[config.mk]
export PLATFORM = sky130hd
export DESIGN_NAME = div_top
export DESIGN_NICKNAME = d
export VERILOG_FILES = /design/src/verilog/div_pkg.sv /design/src/verilog/div_rank.sv /design/src/verilog/div_step.sv /design/src/verilog/div_top.sv
export SDC_FILE = /design/constraint.sdc
export NUM_CORES = 1
export LEC_CHECK = 0
export BUFFER_PORTS_ARGS = -buffer_cell sky130_fd_sc_hd__buf_4
export CELL_PAD_IN_SITES_DETAIL_PLACEMENT = 0
export CELL_PAD_IN_SITES_GLOBAL_PLACEMENT = 1
export CORE_MARGIN = 2
export CORE_UTILIZATION = 40
export CTS_BUF_LIST = sky130_fd_sc_hd__clkbuf_4 sky130_fd_sc_hd__clkbuf_8 sky130_fd_sc_hd__clkbuf_16
export DETAILED_ROUTE_END_ITERATION = 12
export PLACE_DENSITY = 0.74
export REMOVE_ABC_BUFFERS = 1
export SLEW_MARGIN = 20
export SYNTH_ARGS = -nofsm -noshare
export SYNTH_HDL_FRONTEND = slang
export SYNTH_HIERARCHICAL = 1
export SYNTH_SLANG_ARGS = --single-unit
[constraint.sdc]
create_clock -name clk -period 2.6 [get_ports clk]
set_input_delay 0.65 -clock clk [delete_from_list [all_inputs] [get_ports clk]]
set_output_delay 0.65 -clock clk [all_outputs]
set_load 0.1 [all_outputs]
[src/verilog/div_pkg.sv]
package div_pkg;

	////////////////////////////////////////////////////////////////////////////
	// operand and result widths
	////////////////////////////////////////////////////////////////////////////

	// dividend and quotient
	localparam int DIVIDEND_W = 8;

	// divisor and remainder
	localparam int DIVISOR_W = 5;

	// one extra bit so the shifted remainder can exceed the divisor
	localparam int PREM_W = DIVISOR_W + 1;

	////////////////////////////////////////////////////////////////////////////
	// pipeline shape
	////////////////////////////////////////////////////////////////////////////

	// register ranks and also the latency in cycles
	localparam int NUM_RANKS = 7;

	// steps folded into the first rank
	localparam int FIRST_RANK_STEPS = 2;

	// steps in each later rank
	localparam int STEPS_PER_RANK = 1;

	// 2 + 6 * 1 = 8 steps for the 8 dividend bits

	////////////////////////////////////////////////////////////////////////////
	// data types
	////////////////////////////////////////////////////////////////////////////

	// dividend, remaining dividend bits, quotient
	typedef logic [DIVIDEND_W-1:0] dividend_t;

	// divisor, remainder
	typedef logic [DIVISOR_W-1:0] divisor_t;

	// partial remainder between steps
	typedef logic [PREM_W-1:0] prem_t;

endpackage

[src/verilog/div_rank.sv]
`timescale 1ns/1ps

// one pipeline rank: NUM_STEPS restoring steps in a row, then one set of
// registers for the operation moving on to the next rank
module div_rank #(
	parameter int NUM_STEPS = 1
) (
	input  logic               clk,
	input  logic               i_arst_n,

	// from the previous rank
	input  logic               i_valid,
	input  div_pkg::dividend_t i_rest,
	input  div_pkg::dividend_t i_quot,
	input  div_pkg::prem_t     i_prem,
	input  div_pkg::divisor_t  i_divisor,

	// to the next rank
	output logic               o_valid,
	output div_pkg::dividend_t o_rest,
	output div_pkg::dividend_t o_quot,
	output div_pkg::prem_t     o_prem,
	output div_pkg::divisor_t  o_divisor
);

	// combinational values between the steps
	// index 0 is the rank input, index NUM_STEPS feeds the registers
	div_pkg::dividend_t rest_c [0:NUM_STEPS];
	div_pkg::dividend_t quot_c [0:NUM_STEPS];
	div_pkg::prem_t     prem_c [0:NUM_STEPS];

	// quotient bit out of each step
	logic qbit [0:NUM_STEPS-1];

	// rank registers
	logic               valid_q;
	div_pkg::dividend_t rest_q;
	div_pkg::dividend_t quot_q;
	div_pkg::prem_t     prem_q;
	div_pkg::divisor_t  divisor_q;

	////////////////////////////////////////////////////////////////////////////
	// step chain
	////////////////////////////////////////////////////////////////////////////

	assign rest_c[0] = i_rest;
	assign quot_c[0] = i_quot;
	assign prem_c[0] = i_prem;

	genvar s;
	generate
		for (s = 0; s < NUM_STEPS; s++) begin : g_step

			// next dividend bit is the msb of what is left
			div_step u_step (
				.i_prem    (prem_c[s]),
				.i_bit     (rest_c[s][div_pkg::DIVIDEND_W-1]),
				.i_divisor (i_divisor),
				.o_prem    (prem_c[s+1]),
				.o_qbit    (qbit[s])
			);

			// consume the bit just used
			assign rest_c[s+1] = {rest_c[s][div_pkg::DIVIDEND_W-2:0], 1'b0};

			// new quotient bit enters at the bottom
			assign quot_c[s+1] = {quot_c[s][div_pkg::DIVIDEND_W-2:0], qbit[s]};

		end
	endgenerate

	////////////////////////////////////////////////////////////////////////////
	// registers
	////////////////////////////////////////////////////////////////////////////

	// valid moves every cycle so bubbles travel as well
	always_ff @(posedge clk or negedge i_arst_n) begin
		if (!i_arst_n) begin
			valid_q <= 1'b0;
		end else begin
			valid_q <= i_valid;
		end
	end

	// data only on a valid operation, holds through idle cycles
	always_ff @(posedge clk or negedge i_arst_n) begin
		if (!i_arst_n) begin
			rest_q    <= '0;
			quot_q    <= '0;
			prem_q    <= '0;
			divisor_q <= '0;
		end else if (i_valid) begin
			rest_q    <= rest_c[NUM_STEPS];
			quot_q    <= quot_c[NUM_STEPS];
			prem_q    <= prem_c[NUM_STEPS];
			// divisor travels with its operand
			divisor_q <= i_divisor;
		end
	end

	////////////////////////////////////////////////////////////////////////////
	// outputs
	////////////////////////////////////////////////////////////////////////////

	assign o_valid   = valid_q;
	assign o_rest    = rest_q;
	assign o_quot    = quot_q;
	assign o_prem    = prem_q;
	assign o_divisor = divisor_q;

endmodule

[src/verilog/div_step.sv]
`timescale 1ns/1ps

// one restoring step: shift in a dividend bit, try the subtraction,
// keep the difference when it does not borrow
module div_step (
	input  div_pkg::prem_t    i_prem,
	input  logic              i_bit,
	input  div_pkg::divisor_t i_divisor,
	output div_pkg::prem_t    o_prem,
	output logic              o_qbit
);

	// shifted partial remainder, next dividend bit at the bottom
	div_pkg::prem_t shifted;

	// divisor zero-extended to the remainder width
	div_pkg::prem_t divisor_ext;

	// difference with one extra bit on top for the borrow
	logic [div_pkg::PREM_W:0] diff_ext;

	// borrow out of the trial subtraction
	logic borrow;

	////////////////////////////////////////////////////////////////////////////
	// shift
	////////////////////////////////////////////////////////////////////////////

	// top bit of i_prem drops out, it is always zero while
	// the remainder stays below a nonzero divisor
	assign shifted = {i_prem[div_pkg::PREM_W-2:0], i_bit};

	assign divisor_ext = {1'b0, i_divisor};

	////////////////////////////////////////////////////////////////////////////
	// trial subtraction
	////////////////////////////////////////////////////////////////////////////

	assign diff_ext = {1'b0, shifted} - {1'b0, divisor_ext};

	// borrow set means shifted < divisor
	assign borrow = diff_ext[div_pkg::PREM_W];

	////////////////////////////////////////////////////////////////////////////
	// restore or keep
	////////////////////////////////////////////////////////////////////////////

	always_comb begin
		if (borrow) begin
			// restore, the subtraction is thrown away
			o_prem = shifted;
		end else begin
			o_prem = diff_ext[div_pkg::PREM_W-1:0];
		end
	end

	// quotient bit is 1 when the divisor fit
	// a zero divisor always fits, so every bit comes out 1
	assign o_qbit = ~borrow;

endmodule

[src/verilog/div_top.sv]
`timescale 1ns/1ps

// 8 by 5 bit unsigned restoring divider
// seven ranks, one new operation per cycle, result seven cycles later
module div_top (
	input  logic               clk,
	input  logic               i_arst_n,

	// operation in
	input  logic               i_in_valid,
	input  div_pkg::dividend_t i_a,
	input  div_pkg::divisor_t  i_b,

	// result out
	output div_pkg::dividend_t o_q,
	output div_pkg::divisor_t  o_r,
	output logic               o_out_valid
);

	// rank chain, entry r feeds rank r, entry r+1 is its output
	logic               valid_c   [0:div_pkg::NUM_RANKS];
	div_pkg::dividend_t rest_c    [0:div_pkg::NUM_RANKS];
	div_pkg::dividend_t quot_c    [0:div_pkg::NUM_RANKS];
	div_pkg::prem_t     prem_c    [0:div_pkg::NUM_RANKS];
	div_pkg::divisor_t  divisor_c [0:div_pkg::NUM_RANKS];

	////////////////////////////////////////////////////////////////////////////
	// chain entry
	////////////////////////////////////////////////////////////////////////////

	// rank 0 works straight on the input ports
	assign valid_c[0]   = i_in_valid;
	assign rest_c[0]    = i_a;
	assign divisor_c[0] = i_b;

	// nothing computed yet
	assign quot_c[0] = '0;
	assign prem_c[0] = '0;

	////////////////////////////////////////////////////////////////////////////
	// ranks
	////////////////////////////////////////////////////////////////////////////

	genvar r;
	generate
		for (r = 0; r < div_pkg::NUM_RANKS; r++) begin : g_rank

			// first rank carries two steps, the rest one each
			localparam int RANK_STEPS = (r == 0) ?
				div_pkg::FIRST_RANK_STEPS : div_pkg::STEPS_PER_RANK;

			div_rank #(
				.NUM_STEPS (RANK_STEPS)
			) u_rank (
				.clk       (clk),
				.i_arst_n  (i_arst_n),
				.i_valid   (valid_c[r]),
				.i_rest    (rest_c[r]),
				.i_quot    (quot_c[r]),
				.i_prem    (prem_c[r]),
				.i_divisor (divisor_c[r]),
				.o_valid   (valid_c[r+1]),
				.o_rest    (rest_c[r+1]),
				.o_quot    (quot_c[r+1]),
				.o_prem    (prem_c[r+1]),
				.o_divisor (divisor_c[r+1])
			);

		end
	endgenerate

	////////////////////////////////////////////////////////////////////////////
	// result
	////////////////////////////////////////////////////////////////////////////

	// all dividend bits are used up by the last rank
	assign o_q = quot_c[div_pkg::NUM_RANKS];

	// remainder fits in DIVISOR_W bits for any nonzero divisor
	// for a zero divisor this gives the low dividend bits
	assign o_r = prem_c[div_pkg::NUM_RANKS][div_pkg::DIVISOR_W-1:0];

	// follows the input strobe, not the divisor value
	assign o_out_valid = valid_c[div_pkg::NUM_RANKS];

endmodule
==> impl_metrics.yaml <==
logic_synthesis:
  avgSynthCellArea_um2: 14.5
  syn_inst: 503
  syn-cell-area_um2: 7300
  ys.warnings.count: 6
timing:
  clock.fmax_mhz: 321
  timing.final.ws_setup_ns: -0.513
  drv_slew: 0
  finalClockSkew_ns: 0.00463
  worst_slew_pin_slew_ns: 0.760
  min_period_over_period: 1.20
  setup_viol: 6
  finalSetupTns_ns: -2.83
  grt_setup_unrepaired: "true"
  relSlewSlack: 0.494
  finalHoldViolations: 0
  holdWs_ns: 0.228
  min_period_ns: 3.11
layout:
  num_antenna_cells: 0
  multiInputGateArea_um2: 3700
  fillers: 1552
  syn2layout_area_growth_pct: 16.1
  utilization: 0.472
  nets: 640
  regArea_um2: 3200
  drive_gt1_frac: 0.458
worst_setup_path:
  crit_type: "input pin to flop"
  crit_family: "multiplexers"
  arrival_ns: 3.41
  path_buf_inv: 3
  path_cells: "buf_6, inv_4, ha_4, inv_2, fa_2, a21oi_2, nor2b_2, o32a_4, mux2_4, ha_4, or3_4, o32a_4, mux2_4, mux2_4"
  path_max_fanout: 5
  reg2reg_to: "g_rank[6].u_rank/o_prem[3]$_DFFE_PN0P_"
  crit_required_ns: 2.90
  cp_slowest_cell: "or3_4"
  r2r-start: "g_rank[5].u_rank/o_rest[7]$_DFFE_PN0P_"
  r2r_slack_ns: 0.26
  cp_common_cell: "mux2_4"
  cp-end-kind: "flop"
  slowest_delay_ns: 0.36
  worstRegToRegCells: 9
  critPathLaunchType: "input pin"
pwr:
  ir_drop_uv: 1020
  power_uw: 10800
  leakagePower_uw: 0.00414
  powerDensity_nw_per_um2: 1270
detailed_routing:
  drtPass1Iterations: 4
  num_vias: 3941
  drc: 0
  via_per_inst: 4.82
  finalWirelength_mm: 11.6
  antenna_left: 0
  wl_per_cell_um: 14.2
  first_iter_violations: 148
global_route:
  grt_usage: 0.132
  grt_pass1_vias: 4367
  grt.overflow.total: 0
  grt_first_pass_wirelength_mm: 20.7
  grt_antenna_before_repair: 0
  grt_start_max_net_pins: 44
cts:
  clockRootBuffer: "clkbuf_16"
  tritoncts: "built"
  cts_hold_buffers: 0
  clock_latency_ns: 0.42
  cts.clk_slew.worst_paths_ns: 0.05
  clockBufferDepth: 2
  cts_buffers: 17
  cts_sinks: 128
  cts_htree_levels: 4
status:
  violations: "setup timing"
  status: "finished, violations left"
die:
  die_y_um: 139
  coreArea_um2: 18000
  die_w_um: 139
  initial_core_util: 0.407
  die_area_um2: 19400
  ioPinCount: 30
  rows: 49
worst_hold_path:
  hp-class: "input pin to async pin"
placement:
  io_buffer_count: 29
  place_ws_ns: -1.17
  gp_congestion: 0.714
  dp_hpwl_mm: 8.65
flow_run:
  maxCapViolations: 0
==> worst register-to-register path: stages, from the launching register on <==
cell and delay [ns]:
dfrtp_1 0.37, inv_1 0.12, ha_1 0.17, inv_1 0.05
fa_1 0.40, a21oi_1 0.17, nor2b_1 0.09, o32a_2 0.27
mux2_4 0.32, mux2_2 0.26
==> power breakdown <==
group / leakage (uW) / internal [uW] / total, uW / switching, uW
registers: 0.00148 / 2700 / 3270 / 570
logic: 0.00238 / 2840 / 5110 / 2270
clock network: 0.000284 / 1530 / 2390 / 868
==> registers in the layout, indices dropped and copies added (netlist names) <==
signal / count
g_rank.u_rank/o_divisor: 30
g_rank.u_rank/o_prem: 35
g_rank.u_rank/o_quot: 35
g_rank.u_rank/o_rest: 21
g_rank.u_rank/o_valid: 7
==> cell usage in the layout (no fill, tap or decap), types with 10 or more instances in the layout <==
cell / instances
dfrtp_1: 128
mux2_4: 125
buf_4: 59
inv_1: 46
ha_1: 36
mux2_2: 20
clkbuf_16: 17
xor2_1: 16
a21oi_1: 14
conb_1: 13
o21ai_0: 10
==> metal layers <==
metal	track usage	share of wire
met5	0	0
met4	0.0510	0.012
met3	0.0366	0.028
met2	0.234	0.52
met1	0.151	0.44
==> stage by stage <==
stage | area (um2) | instances
after floorplan | 6990 | 494
final | 8480 | 818
after detailed placement | 7710 | 778
after global routing | 8480 | 818
after global placement | 7710 | 778
after CTS | 8450 | 816
==> cell type report <==
| class | count | share of cell area |
|---|---|---|
| Multi-Input combinational cell | 318 | 0.436 |
| Sequential cell | 128 | 0.378 |
| Timing Repair Buffer | 63 | 0.0596 |
| Clock buffer | 18 | 0.0518 |
| Tap cell | 229 | 0.0338 |
| Inverter | 48 | 0.0215 |
| Clock inverter | 14 | 0.0195 |
==> worst max-delay path by stage <==
stage	start	end	slack, ns	cells past startpoint
floorplan	i_a[7]	g_rank[0].u_rank/o_prem[3]$_DFFE_PN0P_	-0.89	13
global placement	i_a[7]	g_rank[0].u_rank/o_prem[3]$_DFFE_PN0P_	-1.07	15
detailed placement	i_a[7]	g_rank[0].u_rank/o_prem[2]$_DFFE_PN0P_	-1.17	15
CTS	i_a[7]	g_rank[0].u_rank/o_prem[2]$_DFFE_PN0P_	-0.54	14
global route	i_a[7]	g_rank[0].u_rank/o_prem[1]$_DFFE_PN0P_	-0.54	14
finish	i_a[7]	g_rank[0].u_rank/o_prem[2]$_DFFE_PN0P_	-0.51	14
==> timing repair <==
item	CTS	global route
setup buffers	6	2
endpoints found under the setup margin	6	6
pin swaps	10	7
resized for setup	19	2
No activity file was read; power rests on OpenSTA's default activity.
